**src/sdio_pkg.sv**
```systemverilog
package sdio_pkg;

    localparam int CRC_LEN   = 16; // crc bits per lane
    localparam int NUM_LANES = 4;
    localparam int BYTE_W    = 8;

    // x^16 + x^12 + x^5 + 1
    localparam logic [CRC_LEN-1:0] CRC16_POLY = 16'h1021;

    typedef logic [BYTE_W-1:0]    byte_t;
    typedef logic [NUM_LANES-1:0] lanes_t;  // one sample of dat[3:0]
    typedef logic [15:0]          blk_len_t;
    typedef logic [CRC_LEN-1:0]   crc_t;

    typedef enum logic {
        BUS_1BIT = 1'b0,
        BUS_4BIT = 1'b1
    } bus_width_e;

    // receive fsm
    typedef enum logic [2:0] {
        ST_IDLE  = 3'd0,
        ST_START = 3'd1, // wait for start bit
        ST_DATA  = 3'd2,
        ST_PUSH  = 3'd3, // byte into fifo, card clock paused
        ST_CRC   = 3'd4,
        ST_END   = 3'd5,
        ST_NEXT  = 3'd6  // block done, decide next block or finish
    } rx_state_e;

endpackage

```
**src/sdio_crc16.sv**
```systemverilog
`timescale 1ns/1ps

module sdio_crc16 (
    input  logic           sd_clk,
    input  logic           rstn,
    input  logic           clr_i,
    input  logic           en_i,
    input  logic           bit_i,
    output sdio_pkg::crc_t crc_o
);

    sdio_pkg::crc_t crc_q;
    logic           fb;

    assign fb = bit_i ^ crc_q[sdio_pkg::CRC_LEN-1]; // feedback from msb

    always_ff @(posedge sd_clk or negedge rstn) begin
        if (!rstn) begin
            crc_q <= '0;
        end else if (clr_i) begin
            crc_q <= '0;
        end else if (en_i) begin
            crc_q <= {crc_q[sdio_pkg::CRC_LEN-2:0], 1'b0} ^ (fb ? sdio_pkg::CRC16_POLY : '0);
        end
    end

    assign crc_o = crc_q;

endmodule

```
**src/sdio_rx_deser.sv**
```systemverilog
`timescale 1ns/1ps

module sdio_rx_deser (
    input  logic                 sd_clk,
    input  logic                 rstn,
    input  logic                 sd_rst_i,
    input  sdio_pkg::blk_len_t   block_size_i,
    input  sdio_pkg::blk_len_t   block_count_i,  // 0 means endless
    input  sdio_pkg::bus_width_e bus_width_i,
    input  logic [1:0]           pad_sel_i,
    input  logic                 dat_start_i,
    input  logic                 rx_en_i,
    input  sdio_pkg::lanes_t     dat_i,
    input  logic                 full_i,
    output logic                 push_o,
    output sdio_pkg::byte_t      push_byte_o,
    output logic                 crc_err_event_o,
    output logic                 end_err_event_o,
    output logic                 blk_end_event_o,
    output logic                 dat_done_o,
    output logic                 dat_busy_o,
    output logic                 clk_pause_o
);

    localparam int CRC_CW = $clog2(sdio_pkg::CRC_LEN);
    localparam logic [CRC_CW-1:0] CRC_LAST = CRC_CW'(sdio_pkg::CRC_LEN - 1);

    sdio_pkg::rx_state_e state_q;
    sdio_pkg::rx_state_e state_d;

    logic [2:0]         bit_cnt_q;
    logic [2:0]         bit_max;
    sdio_pkg::blk_len_t byte_cnt_q;
    sdio_pkg::blk_len_t blk_cnt_q;
    logic [CRC_CW-1:0]  crc_cnt_q;
    sdio_pkg::byte_t    byte_q;
    logic               crc_err_q;

    logic             four_bit;
    sdio_pkg::lanes_t rx_bits;   // lane 0 replaced by the pad lane in 1-bit mode
    sdio_pkg::lanes_t act_mask;
    sdio_pkg::lanes_t crc_bits;
    sdio_pkg::crc_t   crc_rem [sdio_pkg::NUM_LANES];

    logic last_bit, last_byte, last_crc, last_blk;
    logic start_flag, end_ok, crc_miss;
    logic data_en, crc_clr, end_smp;

    assign four_bit = (bus_width_i == sdio_pkg::BUS_4BIT);
    assign act_mask = four_bit ? '1 : sdio_pkg::lanes_t'(1);
    assign bit_max  = four_bit ? 3'd1 : 3'd7; // two nibbles or eight bits

    always_comb begin
        rx_bits = dat_i;
        if (!four_bit)
            rx_bits[0] = dat_i[pad_sel_i];
    end

    assign start_flag = ((rx_bits & act_mask) == '0);
    assign end_ok     = ((rx_bits & act_mask) == act_mask);
    assign crc_miss   = |((rx_bits ^ crc_bits) & act_mask);

    assign last_bit  = (bit_cnt_q == bit_max);
    assign last_byte = (byte_cnt_q == block_size_i);
    assign last_crc  = (crc_cnt_q == CRC_LAST);
    assign last_blk  = (block_count_i != '0) && (blk_cnt_q == block_count_i);

    assign data_en = (state_q == sdio_pkg::ST_DATA) && rx_en_i;
    assign crc_clr = (state_q == sdio_pkg::ST_START);
    assign end_smp = (state_q == sdio_pkg::ST_END) && rx_en_i;

    // one crc per lane, remainders freeze once data ends
    for (genvar l = 0; l < sdio_pkg::NUM_LANES; l++) begin : g_lane
        sdio_crc16 i_crc (
            .sd_clk (sd_clk),
            .rstn   (rstn),
            .clr_i  (crc_clr),
            .en_i   (data_en & act_mask[l]),
            .bit_i  (rx_bits[l]),
            .crc_o  (crc_rem[l])
        );
        assign crc_bits[l] = crc_rem[l][CRC_LAST - crc_cnt_q]; // msb first
    end

    always_comb begin
        state_d = state_q;
        case (state_q)
            sdio_pkg::ST_IDLE:  if (dat_start_i) state_d = sdio_pkg::ST_START;
            sdio_pkg::ST_START: if (rx_en_i && start_flag) state_d = sdio_pkg::ST_DATA;
            sdio_pkg::ST_DATA:  if (rx_en_i && last_bit) state_d = sdio_pkg::ST_PUSH;
            sdio_pkg::ST_PUSH: begin
                if (!full_i)
                    state_d = last_byte ? sdio_pkg::ST_CRC : sdio_pkg::ST_DATA;
            end
            sdio_pkg::ST_CRC:   if (rx_en_i && last_crc) state_d = sdio_pkg::ST_END;
            sdio_pkg::ST_END:   if (rx_en_i) state_d = sdio_pkg::ST_NEXT;
            sdio_pkg::ST_NEXT:  state_d = last_blk ? sdio_pkg::ST_IDLE : sdio_pkg::ST_START;
            default:            state_d = sdio_pkg::ST_IDLE;
        endcase
    end

    always_ff @(posedge sd_clk or negedge rstn) begin
        if (!rstn)
            state_q <= sdio_pkg::ST_IDLE;
        else if (sd_rst_i)
            state_q <= sdio_pkg::ST_IDLE;
        else
            state_q <= state_d;
    end

    // counters, re-armed from idle and from each start bit
    always_ff @(posedge sd_clk or negedge rstn) begin
        if (!rstn) begin
            bit_cnt_q  <= '0;
            byte_cnt_q <= '0;
            blk_cnt_q  <= '0;
            crc_cnt_q  <= '0;
            crc_err_q  <= 1'b0;
        end else begin
            case (state_q)
                sdio_pkg::ST_IDLE: blk_cnt_q <= '0;
                sdio_pkg::ST_START: begin
                    if (rx_en_i && start_flag) begin
                        bit_cnt_q  <= '0;
                        byte_cnt_q <= '0;
                        crc_cnt_q  <= '0;
                        crc_err_q  <= 1'b0;
                    end
                end
                sdio_pkg::ST_DATA: begin
                    if (rx_en_i) begin
                        if (last_bit) begin
                            bit_cnt_q  <= '0;
                            byte_cnt_q <= byte_cnt_q + 1'b1; // counts finished bytes
                        end else begin
                            bit_cnt_q <= bit_cnt_q + 1'b1;
                        end
                    end
                end
                sdio_pkg::ST_CRC: begin
                    if (rx_en_i) begin
                        crc_cnt_q <= crc_cnt_q + 1'b1;
                        if (crc_miss)
                            crc_err_q <= 1'b1; // sticky until next start bit
                    end
                end
                sdio_pkg::ST_END: if (rx_en_i) blk_cnt_q <= blk_cnt_q + 1'b1;
                default: ;
            endcase
        end
    end

    // byte assembly, msb first, high nibble first in 4-bit mode
    always_ff @(posedge sd_clk) begin
        if (data_en) begin
            if (four_bit)
                byte_q <= {byte_q[3:0], rx_bits};
            else
                byte_q <= {byte_q[6:0], rx_bits[0]};
        end
    end

    always_ff @(posedge sd_clk or negedge rstn) begin
        if (!rstn) begin
            crc_err_event_o <= 1'b0;
            end_err_event_o <= 1'b0;
            blk_end_event_o <= 1'b0;
        end else if (sd_rst_i) begin
            crc_err_event_o <= 1'b0;
            end_err_event_o <= 1'b0;
            blk_end_event_o <= 1'b0;
        end else begin
            crc_err_event_o <= end_smp && crc_err_q;
            end_err_event_o <= end_smp && !end_ok; // every active lane must be high
            blk_end_event_o <= end_smp;
        end
    end

    assign push_o      = (state_q == sdio_pkg::ST_PUSH) && !full_i;
    assign push_byte_o = byte_q;
    assign clk_pause_o = (state_q == sdio_pkg::ST_PUSH); // host freezes card clock
    assign dat_busy_o  = (state_q != sdio_pkg::ST_IDLE);
    assign dat_done_o  = (state_q == sdio_pkg::ST_NEXT) && last_blk;

    a_no_push_full: assert property (@(posedge sd_clk) disable iff (!rstn)
        push_o |-> !full_i)
        else $error("byte pushed into a full fifo");

    a_legal_state: assert property (@(posedge sd_clk) disable iff (!rstn)
        state_q inside {sdio_pkg::ST_IDLE, sdio_pkg::ST_START, sdio_pkg::ST_DATA,
                        sdio_pkg::ST_PUSH, sdio_pkg::ST_CRC, sdio_pkg::ST_END,
                        sdio_pkg::ST_NEXT})
        else $error("receiver fsm in illegal state");

endmodule

```
**src/sdio_rx_fifo.sv**
```systemverilog
`timescale 1ns/1ps

module sdio_rx_fifo #(
    parameter int FIFO_DEPTH = 8 // power of two
) (
    input  logic            sd_clk,
    input  logic            rstn,
    input  logic            sd_rst_i,
    input  logic            push_i,
    input  sdio_pkg::byte_t push_byte_i,
    output logic            full_o,
    input  logic            pop_i,
    output sdio_pkg::byte_t pop_byte_o,
    output logic            empty_o
);

    localparam int AW = $clog2(FIFO_DEPTH);

    sdio_pkg::byte_t mem_q [FIFO_DEPTH];
    logic [AW:0]     wr_ptr_q;   // top bit marks the wrap
    logic [AW:0]     rd_ptr_q;

    always_ff @(posedge sd_clk) begin
        if (push_i)
            mem_q[wr_ptr_q[AW-1:0]] <= push_byte_i;
    end

    always_ff @(posedge sd_clk or negedge rstn) begin
        if (!rstn) begin
            wr_ptr_q <= '0;
            rd_ptr_q <= '0;
        end else if (sd_rst_i) begin
            wr_ptr_q <= '0;
            rd_ptr_q <= '0;
        end else begin
            if (push_i)
                wr_ptr_q <= wr_ptr_q + 1'b1;
            if (pop_i)
                rd_ptr_q <= rd_ptr_q + 1'b1;
        end
    end

    assign empty_o = (wr_ptr_q == rd_ptr_q);
    // same slot, opposite lap
    assign full_o  = (wr_ptr_q[AW] != rd_ptr_q[AW]) &&
                     (wr_ptr_q[AW-1:0] == rd_ptr_q[AW-1:0]);

    assign pop_byte_o = mem_q[rd_ptr_q[AW-1:0]]; // show-ahead

    a_no_pop_empty: assert property (@(posedge sd_clk) disable iff (!rstn)
        pop_i |-> !empty_o)
        else $error("pop from an empty fifo");

endmodule

```
**src/sdio_dma_wr.sv**
```systemverilog
`timescale 1ns/1ps

module sdio_dma_wr (
    input  logic            sd_clk,
    input  logic            rstn,
    input  logic            sd_rst_i,
    input  logic            empty_i,
    input  sdio_pkg::byte_t pop_byte_i,
    output logic            pop_o,
    input  logic            dma_rdy_i,
    output sdio_pkg::byte_t dma_byte_o,
    output logic            dma_wr_o
);

    assign pop_o = !empty_i && dma_rdy_i;

    always_ff @(posedge sd_clk or negedge rstn) begin
        if (!rstn)
            dma_wr_o <= 1'b0;
        else if (sd_rst_i)
            dma_wr_o <= 1'b0;
        else
            dma_wr_o <= pop_o; // one pulse per popped byte
    end

    always_ff @(posedge sd_clk) begin
        if (pop_o)
            dma_byte_o <= pop_byte_i;
    end

    // a write always follows a ready cycle
    a_wr_needs_rdy: assert property (@(posedge sd_clk) disable iff (!rstn)
        dma_wr_o && !dma_rdy_i |=> !dma_wr_o)
        else $error("dma write issued while dma not ready");

endmodule

```
**src/sdio_rx_top.sv**
```systemverilog
`timescale 1ns/1ps

module sdio_rx_top #(
    parameter int FIFO_DEPTH = 8
) (
    input  logic                 sd_clk,
    input  logic                 rstn,
    input  logic                 sd_rst_i,
    input  sdio_pkg::blk_len_t   block_size_i,
    input  sdio_pkg::blk_len_t   block_count_i,
    input  sdio_pkg::bus_width_e bus_width_i,
    input  logic [1:0]           pad_sel_i,
    input  logic                 dat_start_i,
    input  logic                 rx_en_i,
    input  sdio_pkg::lanes_t     dat_i,
    input  logic                 dma_rdy_i,
    output sdio_pkg::byte_t      dma_byte_o,
    output logic                 dma_wr_o,
    output logic                 crc_err_event_o,
    output logic                 end_err_event_o,
    output logic                 blk_end_event_o,
    output logic                 dat_done_o,
    output logic                 dat_busy_o,
    output logic                 clk_pause_o
);

    logic            push;
    sdio_pkg::byte_t push_byte;
    logic            full;
    logic            pop;
    sdio_pkg::byte_t pop_byte;
    logic            empty;

    sdio_rx_deser i_sdio_rx_deser (
        .sd_clk          (sd_clk),
        .rstn            (rstn),
        .sd_rst_i        (sd_rst_i),
        .block_size_i    (block_size_i),
        .block_count_i   (block_count_i),
        .bus_width_i     (bus_width_i),
        .pad_sel_i       (pad_sel_i),
        .dat_start_i     (dat_start_i),
        .rx_en_i         (rx_en_i),
        .dat_i           (dat_i),
        .full_i          (full),
        .push_o          (push),
        .push_byte_o     (push_byte),
        .crc_err_event_o (crc_err_event_o),
        .end_err_event_o (end_err_event_o),
        .blk_end_event_o (blk_end_event_o),
        .dat_done_o      (dat_done_o),
        .dat_busy_o      (dat_busy_o),
        .clk_pause_o     (clk_pause_o)
    );

    sdio_rx_fifo #(
        .FIFO_DEPTH (FIFO_DEPTH)
    ) i_sdio_rx_fifo (
        .sd_clk      (sd_clk),
        .rstn        (rstn),
        .sd_rst_i    (sd_rst_i),
        .push_i      (push),
        .push_byte_i (push_byte),
        .full_o      (full),
        .pop_i       (pop),
        .pop_byte_o  (pop_byte),
        .empty_o     (empty)
    );

    sdio_dma_wr i_sdio_dma_wr (
        .sd_clk     (sd_clk),
        .rstn       (rstn),
        .sd_rst_i   (sd_rst_i),
        .empty_i    (empty),
        .pop_byte_i (pop_byte),
        .pop_o      (pop),
        .dma_rdy_i  (dma_rdy_i),
        .dma_byte_o (dma_byte_o),
        .dma_wr_o   (dma_wr_o)
    );

endmodule

```
**config.mk**
```make
export PLATFORM = sky130hd
export DESIGN_NAME = sdio_rx_top
export DESIGN_NICKNAME = d
export VERILOG_FILES = /design/src/sdio_pkg.sv /design/src/sdio_crc16.sv /design/src/sdio_rx_deser.sv /design/src/sdio_rx_fifo.sv /design/src/sdio_dma_wr.sv /design/src/sdio_rx_top.sv
export SDC_FILE = /design/constraint.sdc
export NUM_CORES = 1
export LEC_CHECK = 0
export BUFFER_PORTS_ARGS = -buffer_cell sky130_fd_sc_hd__buf_2
export CAP_MARGIN = 20
export CORE_ASPECT_RATIO = 0.6
export CORE_UTILIZATION = 66
export DETAILED_ROUTE_END_ITERATION = 12
export PLACE_DENSITY = 0.87
export SYNTH_ARGS = -nofsm -noshare
export SYNTH_HDL_FRONTEND = slang
export SYNTH_HIERARCHICAL = 1
export SYNTH_SLANG_ARGS = --single-unit
```
**constraint.sdc**
```tcl
create_clock -name sd_clk -period 6.5 [get_ports sd_clk]
set_input_delay 0.975 -clock sd_clk [delete_from_list [all_inputs] [get_ports sd_clk]]
set_output_delay 0.975 -clock sd_clk [all_outputs]
set_load 0.03 [all_outputs]
```
After elaboration in Yosys (flattened, before gate mapping):

Memory sizes are Yosys's and may differ from the RTL's. A register that Yosys moved wholly into a read port is not among the register bits.
Cells that the tools add are included.

* bits in registers: 127
* memory bits (writable): 64
* input port bits: 45
* memories: 1

* add/subtract/negate cells: 7
* order comparisons: 2
* equal/unequal tests: 26
* mux-type cells: 63
* bitwise gates (word level): 15
* reduce and logical (&&, ||, !) cells: 35

Memories
* i_sdio_rx_fifo.mem_q: words 8, width 8, rd ports 1, clocked after memory_dff 1, wr ports 1, line sdio_rx_fifo.sv:19 `sdio_pkg::byte_t mem_q [FIFO_DEPTH];`

Operator list (number)
* 2-to-1 mux 16 bit: 12
* one-hot mux 16 bit (2 select lines): 2
* XOR 16 x 13 -> 16 bit: 4
* 2-to-1 mux 13 bit: 4
* 2-to-1 mux 3 bit: 12
* adder 16 x 1 -> 16 bit, second input constant: 2
* equality test 16 bit: 2
* 2-to-1 mux 4 bit: 7
* one-hot mux 3 bit (7 select lines): 1
* nonzero test 2 bit: 9
* binary-select mux 1 bit (select 4 bit): 4
* 2-to-1 mux 1 bit: 16
* nonzero test 16 bit: 1
* != test 3 bit, second input constant: 5
* adder 4 x 1 -> 4 bit, second input constant: 3
* logical AND 1 bit: 12
* equality test 3 bit, second input constant: 3
* AND 4 bit: 2
* equality test 4 bit: 2
* 2-to-1 mux 8 bit: 1
* != test 2 bit, second input constant: 4
* one-hot mux 4 bit (2 select lines): 1
* AND reduction 4 bit: 2
* equality test 3 x 2 -> 1 bit, second input constant: 2
* other kinds (24): 35

Logic depth before layout (Yosys ltp):

Gate-level depths: netlist (run 1).

* depth in word-level cells: 9
* mapped depth: 10
* depth with buffers taken out: 8

Hierarchy:

The synthesis (run 1) kept the hierarchy.

By module, submodules not included
* sdio_rx_deser: times used 1, cells an instance 399, area an instance 3897.5 µm²
* sdio_rx_fifo: times used 1, cells an instance 146, area an instance 2944.1 µm²
* sdio_crc16: times used 4, cells an instance 58, area an instance 688.2 µm²
* sdio_dma_wr: times used 1, cells an instance 11, area an instance 284.0 µm²

Least setup slack after synthesis (run 1):

No wires, ideal clock.

* kind: input port to output port
* start point: input block_count_i[6]
* end point: output dat_done_o
* arrival: 2474 ps
* required time: 5525 ps
* path slack: 3051 ps
* stages: 4
* buffers on the path: 0
* cells stage by stage: xor2_1 > nor4_1 > nand2_1 > nor4_1

* cells in the longest elaborated chain, start to end: 3
* elaborated cells between the ends (all ways): 4
* those cells by class: eq/ne (1); reduce/logical (3)

RTL lines
* from (decl): line sdio_rx_top.sv:10 `input sdio_pkg::blk_len_t block_count_i,`
* equality test 16 bit / nonzero test 16 bit (equally long branches): line sdio_rx_deser.sv:66 `assign last_blk = (block_count_i != '0) && (blk_cnt_q == block_count_i);`
* logical AND 1 bit (*): line sdio_rx_deser.sv:66
* logical AND 1 bit (*): line sdio_rx_deser.sv:183 `assign dat_done_o = (state_q == sdio_pkg::ST_NEXT) && last_blk;`
* to (decl): line sdio_rx_top.sv:22 `output logic dat_done_o,`

Mark *: on every way between the ends. The rest lies on a longest branch, timed or not.

Final worst setup path (run 1):

* start point: input block_count_i[8]
* end point: output dat_done_o

The elaborated chain is that of the path after synthesis.

==> results of run 1 <==
[registers in the layout (all words and copies together) (netlist names)]
name / flops
i_sdio_rx_deser/g_lane.i_crc/crc_o: 64
i_sdio_rx_fifo/mem_q: 64
i_sdio_rx_deser/blk_cnt_q: 16
i_sdio_rx_deser/byte_cnt_q: 16
i_sdio_dma_wr/dma_byte_o: 8
i_sdio_rx_deser/push_byte_o: 8
i_sdio_rx_deser/crc_cnt_q: 4
i_sdio_rx_fifo/rd_ptr_q: 4
i_sdio_rx_fifo/wr_ptr_q: 4
i_sdio_rx_deser/bit_cnt_q: 3
i_sdio_rx_deser/state_q: 3
i_sdio_dma_wr/dma_wr_o: 1
i_sdio_rx_deser/blk_end_event_o: 1
i_sdio_rx_deser/crc_err_event_o: 1
i_sdio_rx_deser/crc_err_q: 1
i_sdio_rx_deser/end_err_event_o: 1
[cell usage in the layout (no fill, tap or decap), types with 6 or more instances in the layout]
cell       netlist  routed
nor2_1         101     101
o21ai_0         20      20
xnor2_1         41      41
edfxtp_1        80      80
buf_4            8       9
or4b_1           8       8
mux2i_1         64      64
nand2_1         37      37
nor3_1          10      10
a21oi_1         18      18
buf_2            6      58
xor2_1          31      31
mux2_2          10      10
ha_1             6       6
mux4_1           9       9
or3_1           10      10
nor2b_1          8       8
mux4_2          21      21
nand4b_1         9       9
nand2b_1         8       8
mux2_4           7       7
nor4_1          12      12
dfrtp_1        119     119
clkbuf_16        0      17
inv_1           17      17
nand4_1         14      14
nand3_1         25      25
[Yosys cell counts, types with 5 or more instances]
library cell	n	share of area, %
or3_1	10	0.63
nand4b_1	9	0.80
or4b_1	8	0.81
nand4_1	14	0.89
o21ai_0	20	1.0
and3_1	6	0.38
mux4_1	9	2.4
inv_1	17	0.65
xnor2_1	41	3.6
clkbuf_1	16	0.61
dfrtp_1	119	30
nand2_1	37	1.4
buf_4	8	0.61
and2_1	5	0.32
a21oi_1	18	0.91
mux4_2	21	4.8
ha_1	6	0.76
nand3_1	25	1.3
mux2_4	7	1.1
buf_2	6	0.30
mux2_2	10	1.1
mux2i_1	64	6.5
edfxtp_1	80	24
nand2b_1	8	0.51
nor2b_1	8	0.51
nor3_1	10	0.51
nor2_1	101	3.8
nor4_1	12	0.76
xor2_1	31	2.7
[kinds of logic after synthesis]
| family | count (synthesis) | synth area share, % |
|---|---|---|
| and+or+nand+nor | 271 | 14.30 |
| DFF | 199 | 54.46 |
| muxes | 111 | 15.87 |
| xor gates and xnor gates | 72 | 6.384 |
| AOI/OAI and AO/OA | 69 | 4.611 |
| buffers and inverters | 60 | 3.610 |
| adders and majority gates | 6 | 0.7600 |
[through the flow]
stage / hold slack [ns] / instances / power (W) / utilization (%)
2_1_floorplan: 0.4536 / 788 / 0.001868 / -
3_3_place_gp: 0.4918 / 1010 / 0.001952 / 70.10
3_5_place_dp: 0.5045 / 1010 / 0.001984 / 70.10
4_1_cts: 0.5287 / 1042 / 0.003010 / 74.01
5_1_grt: 0.5458 / 1045 / 0.003136 / 74.36
6_report: 0.5317 / 1045 / 0.003010 / 74.36
[layer usage]
metal / routed length [um] / global-route usage, % / vias to the layer above
met4: 248 / 6.886 / 0
met2: 9851 / 44.55 / 266
li1: - / - / 2957
met1: 9260 / 42.74 / 3307
met3: 1454 / 5.961 / 29
met5: 0 / 0 / -
[power by group]
group          internal [W]  switching (W)
clock              0.000512       0.000513
sequential          0.00138      0.0000920
combinational      0.000206       0.000306
[final timing paths]
kind	start	end	slack (ns)
setup / recovery	block_count_i[8]	dat_done_o	3.35
hold / removal	i_sdio_rx_deser/crc_err_q$_DFFE_PN0P_	i_sdio_rx_deser/crc_err_event_o$_DFF_PN0_	0.53
setup reg to reg	i_sdio_rx_deser/state_q[0]$_DFFE_PN0P_	i_sdio_rx_deser/crc_err_q$_DFFE_PN0P_	3.46
hold reg to reg	i_sdio_rx_deser/crc_err_q$_DFFE_PN0P_	i_sdio_rx_deser/crc_err_event_o$_DFF_PN0_	0.53
max in group asynchronous	rstn	i_sdio_rx_deser/g_lane[0].i_crc/crc_o[11]$_DFFE_PN0P_	4.63
min in group asynchronous	rstn	i_sdio_rx_deser/g_lane[2].i_crc/crc_o[9]$_DFFE_PN0P_	0.61
[critical path: stages]
cell	delay (ns)
buf_2	0.11
xor2_1	0.15
nor4_1	0.29
nand2_1	0.08
nor4_1	0.29
buf_2	0.27
[cell type report]
type	count	area, um2	share of cell area, %
tap	198	247.7	2.290
inverter	17	63.81	0.5899
multi-input combinational	529	4149	38.35
clock inverter	15	143.9	1.330
clock buffer	17	425.4	3.932
timing repair buffer	70	407.9	3.771
sequential	199	5380	49.73
==> flow_metrics.env, run 1 <==
export IMPL_coreArea_um2=14550
export IMPL_rows=34
export IMPL_powerDensity_nw_per_um2=278.3
export IMPL_status="finished, final reports clean"
export IMPL_grtUsageTotal_pct=28.89
export IMPL_worstHoldPathCells=1
export IMPL_clk_pin_slew_ns=0.07
export IMPL_synth_warnings=6
export IMPL_initial_core_util_pct=67.90
export IMPL_synth_cell_type_count=64
export IMPL_hold_buffers=0
export IMPL_grt_ovfl_total=0
export IMPL_fin_crit_sh_pct=48.47
export IMPL_tightest_slew_ns=1.060
export IMPL_max_slew_margin_pct=29.34
export IMPL_synthesis_instances=788
export IMPL_drc=0
export IMPL_cts_tree="built"
export IMPL_grt_pass1_vias=6579
export IMPL_synthArstFlopShare_pct=59.80
export IMPL_critPathCaptureType="output pin"
export IMPL_finalHoldViolCount=0
export IMPL_clock_path_buffers=2
export IMPL_wirelength_mm=20.81
export IMPL_port_buffers=59
export IMPL_place_congestion=0.8551
export IMPL_drive_gt1_share_pct=18.54
export IMPL_dieHeight_um=96.77
export IMPL_ys_seq_area_share_pct=54.46
export IMPL_finalSetupViolCount=0
export IMPL_pin_count=60
export IMPL_crit_arrival_ns=2.18
export IMPL_setup_tns_ns=0
export IMPL_insertion_delay_ns=0.44
export IMPL_rsz0062_at_grt="false"
export IMPL_vias=6559
export IMPL_area_growth_pct=9.513
export IMPL_grt_pass1_wl_mm=34.62
export IMPL_fin_skew_ns=0.01255
export IMPL_cts_buffers=17
export IMPL_diodes=0
export IMPL_drt_iter0_drc=549
export IMPL_crit_fanout=2
export IMPL_grt_max_degree=84
export IMPL_worst_slack_ns=3.349
export IMPL_syn_area_um2=9878
export IMPL_fmax_mhz=317.4
export IMPL_place_worst_setup_slack_ns=3.018
export IMPL_placed_area_um2=10200
export IMPL_antenna_found_initial=0
export IMPL_cts_sinks=199
export IMPL_vias_per_cell=6.277
export IMPL_synth_edf_count=80
export IMPL_worstPathRequired_ns=5.52
export IMPL_worstSetupPathType="input port to output pin"
export IMPL_drv_cap=0
export IMPL_ff2ff_path_depth=8
export IMPL_synth_area_per_cell_um2=12.54
export IMPL_die_w_um=159.9
export IMPL_die_area_um2=15480
export IMPL_syn_num_nets=839
export IMPL_cts_root_buf="clkbuf_16"
export IMPL_synth_ff_type="dfrtp_1"
export IMPL_critPathLaunchType="input port"
export IMPL_vdd_drop_max_mv=0.1866
export IMPL_design_area_um2=10820
export IMPL_cts_resized=0
export IMPL_h_tree_depth=4
export IMPL_slew_violations=0
export IMPL_num_nets_final=885
export IMPL_fin_crit_ns=3.151
export IMPL_ant_nets=0
export IMPL_hold_path_class="flip-flop to flip-flop"
export IMPL_n_fill_cell=912
export IMPL_drt_pass1_iterations=5
export IMPL_post_cts_buffers=0
export IMPL_ys_ff_latch=199
export IMPL_p_leak_nw=4.233
export IMPL_wl_per_cell_um=19.92
export IMPL_dp_hpwl_mm=13.70
Power figures use the tool's default switching activity.
==> inputs of run 2 (changes only) <==
Settings changed: ABC_AREA set to 1, CORE_UTILIZATION 66 to 62, PLACE_DENSITY 0.87 to 0.82.
Clock period 6.5 ns to 3.1 ns, I/O delays scaled along.
==> flow_metrics.env, run 2 <==
export IMPL_synth_ff_type="dfrtp_1"
export IMPL_design_area_um2=11670
export IMPL_insertion_delay_ns=0.44
export IMPL_tightest_slew_ns=0.8430
export IMPL_placed_area_um2=11090
export IMPL_yosysMostFrequentCell="nand2_1"
export IMPL_setup_tns_ns=0
export IMPL_cts_root_buf="clkbuf_16"
export IMPL_ant_nets=0
export IMPL_die_area_um2=17800
export IMPL_syn_num_nets=1309
export IMPL_timing_critical_path_from="i_sdio_rx_deser/state_q[0]$_DFFE_PN0P_"
export IMPL_p_leak_nw=5.219
export IMPL_area_growth_pct=9.065
export IMPL_vias=8551
export IMPL_hold_buffers=0
export IMPL_coreArea_um2=16530
export IMPL_crit_arrival_ns=3.01
export IMPL_worst_slack_ns=0.4425
export IMPL_synth_area_per_cell_um2=8.503
export IMPL_crit_fanout=16
export IMPL_dp_hpwl_mm=16.54
export IMPL_synth_area_top_cells="dfrtp_1 (28%), edfxtp_1 (22%), nand2_1 (11%)"
export IMPL_fin_crit_ns=2.657
export IMPL_fin_crit_sh_pct=85.73
export IMPL_drv_cap=0
export IMPL_powerDensity_nw_per_um2=673.1
export IMPL_ys_ff_latch=199
export IMPL_mostFrequentLayoutCell="nand2_1"
export IMPL_placed_cells=1522
export IMPL_ys_seq_area_share_pct=50.30
export IMPL_h_tree_depth=4
export IMPL_diodes=0
export IMPL_vias_per_cell=5.503
export IMPL_rows=36
export IMPL_synthArstFlopShare_pct=59.80
export IMPL_synth_common_cells="nand2_1 (324), inv_1 (226), nand3_1 (125)"
export IMPL_rsz0062_at_grt="false"
export IMPL_num_nets_final=1364
export IMPL_clock_path_buffers=2
export IMPL_wirelength_mm=23.59
export IMPL_drc=0
export IMPL_finalSetupViolCount=0
export IMPL_cts_resized=0
export IMPL_max_slew_margin_pct=43.59
export IMPL_drt_iter0_drc=945
export IMPL_die_w_um=171.6
export IMPL_critPathLaunchType="flip-flop"
export IMPL_drive_gt1_share_pct=14.48
export IMPL_antenna_found_initial=0
export IMPL_worstPathRequired_ns=3.45
export IMPL_clk_pin_slew_ns=0.07
export IMPL_yosysTopAreaCell="dfrtp_1"
export IMPL_place_congestion=0.8865
export IMPL_mostFrequentLayoutCells="nand2_1 (324), inv_1 (226), nand3_1 (125)"
export IMPL_hold_path_class="input port to asynchronous set/reset pin"
export IMPL_grt_pass1_wl_mm=39.23
export IMPL_worstSetupPathType="flip-flop to flip-flop"
export IMPL_cts_tree="built"
export IMPL_r2r_start="i_sdio_rx_deser/state_q[0]$_DFFE_PN0P_"
export IMPL_grtUsageTotal_pct=28.28
export IMPL_dieHeight_um=103.7
export IMPL_post_cts_buffers=0
export IMPL_cts_buffers=17
export IMPL_place_worst_setup_slack_ns=0.5189
export IMPL_finalHoldViolCount=0
export IMPL_grt_pass1_vias=7796
export IMPL_pin_count=60
export IMPL_fin_cells=1554
export IMPL_slew_violations=0
export IMPL_yosysTopAreaCellShare_pct=27.84
export IMPL_vdd_drop_max_mv=0.3981
export IMPL_wl_per_cell_um=15.18
export IMPL_synthesis_instances=1258
export IMPL_syn_area_um2=10700
export IMPL_port_buffers=59
export IMPL_cts_sinks=199
export IMPL_synth_warnings=6
export IMPL_synth_edf_count=80
export IMPL_grt_max_degree=61
export IMPL_fmax_mhz=376.3
export IMPL_fin_skew_ns=0.01044
export IMPL_critPathCaptureType="flip-flop"
export IMPL_drt_pass1_iterations=7
export IMPL_synth_cell_type_count=44
export IMPL_grt_ovfl_total=0
export IMPL_status="finished, final reports clean"
export IMPL_initial_core_util_pct=64.71
-- run 2: cell types whose count changed after synthesis, sizes merged, moves of 25 or more --
cell,before,now
inv,17,234
nand2,37,331
o21ai,20,70
nor2,101,76
mux2i,64,0
nand3,25,126
mux4,30,0
o22ai,1,48
-- run 2: cell families after synthesis --
kind of cell	share of synthesized area [%]
simple gates	24.08
buf+inv	11.18
flops	50.30
compound gates	10.95
xor+xnor	2.784
fa+ha+maj	0.7018
-- run 2: per-stage QoR --
step	hold WS [ns]	total power, W	util (%)
6_report	0.1652	0.007853	70.57
4_1_cts	0.1954	0.007849	70.57
3_3_place_gp	0.4557	0.005605	67.10
5_1_grt	0.2359	0.008292	70.57
3_5_place_dp	0.4675	0.005681	67.10
2_1_floorplan	0.1694	0.005176	-
-- run 2: area by class of cell --
type,count,area [um2]
clock buffers,17,425.4
clock inverters,15,148.9
fillers,1263,4865
inverters,236,888.4
multi-input cells,784,4120
flip-flops and latches,199,5380
well taps,228,285.3
repair buffers,75,417.9
-- run 2: worst max-delay path, stage by stage, from the launching register on --
cell,delay (ns)
dfrtp_1,0.50
nor3_4,0.43
inv_2,0.23
nor2_1,0.41
nand2_1,0.49
inv_1,0.30
nand2_1,0.10
o21ai_0,0.09
-- run 2: worst paths after layout --
path | end | cells after the start | slack [ns]
min reg2reg | i_sdio_rx_deser/crc_err_q$_DFFE_PN0P_ | 2 | 0.49
max | i_sdio_rx_deser/g_lane[0].i_crc/crc_o[6]$_DFFE_PN0P_ | 7 | 0.44
min | i_sdio_rx_deser/g_lane[2].i_crc/crc_o[8]$_DFFE_PN0P_ | 2 | 0.17
max reg2reg | i_sdio_rx_deser/g_lane[0].i_crc/crc_o[6]$_DFFE_PN0P_ | 7 | 0.44
min in group sd_clk | i_sdio_dma_wr/dma_wr_o$_DFF_PN0_ | 3 | 0.26
max in group asynchronous | i_sdio_rx_deser/g_lane[0].i_crc/crc_o[7]$_DFFE_PN0P_ | 2 | 2.41
-- run 2: report_power, final --
group,internal (W),switching (W)
logic,0.000730,0.00164
registers,0.00302,0.000300
clock network,0.00108,0.00109
-- run 2: routing by layer --
layer / up-vias / wire length (um) / track usage [%]
li1: 4150 / - / -
met1: 4040 / 11300 / 44.16
met2: 336 / 10130 / 40.20
met3: 25 / 1849 / 4.585
met4: 0 / 316 / 8.418
met5: - / 0 / 0
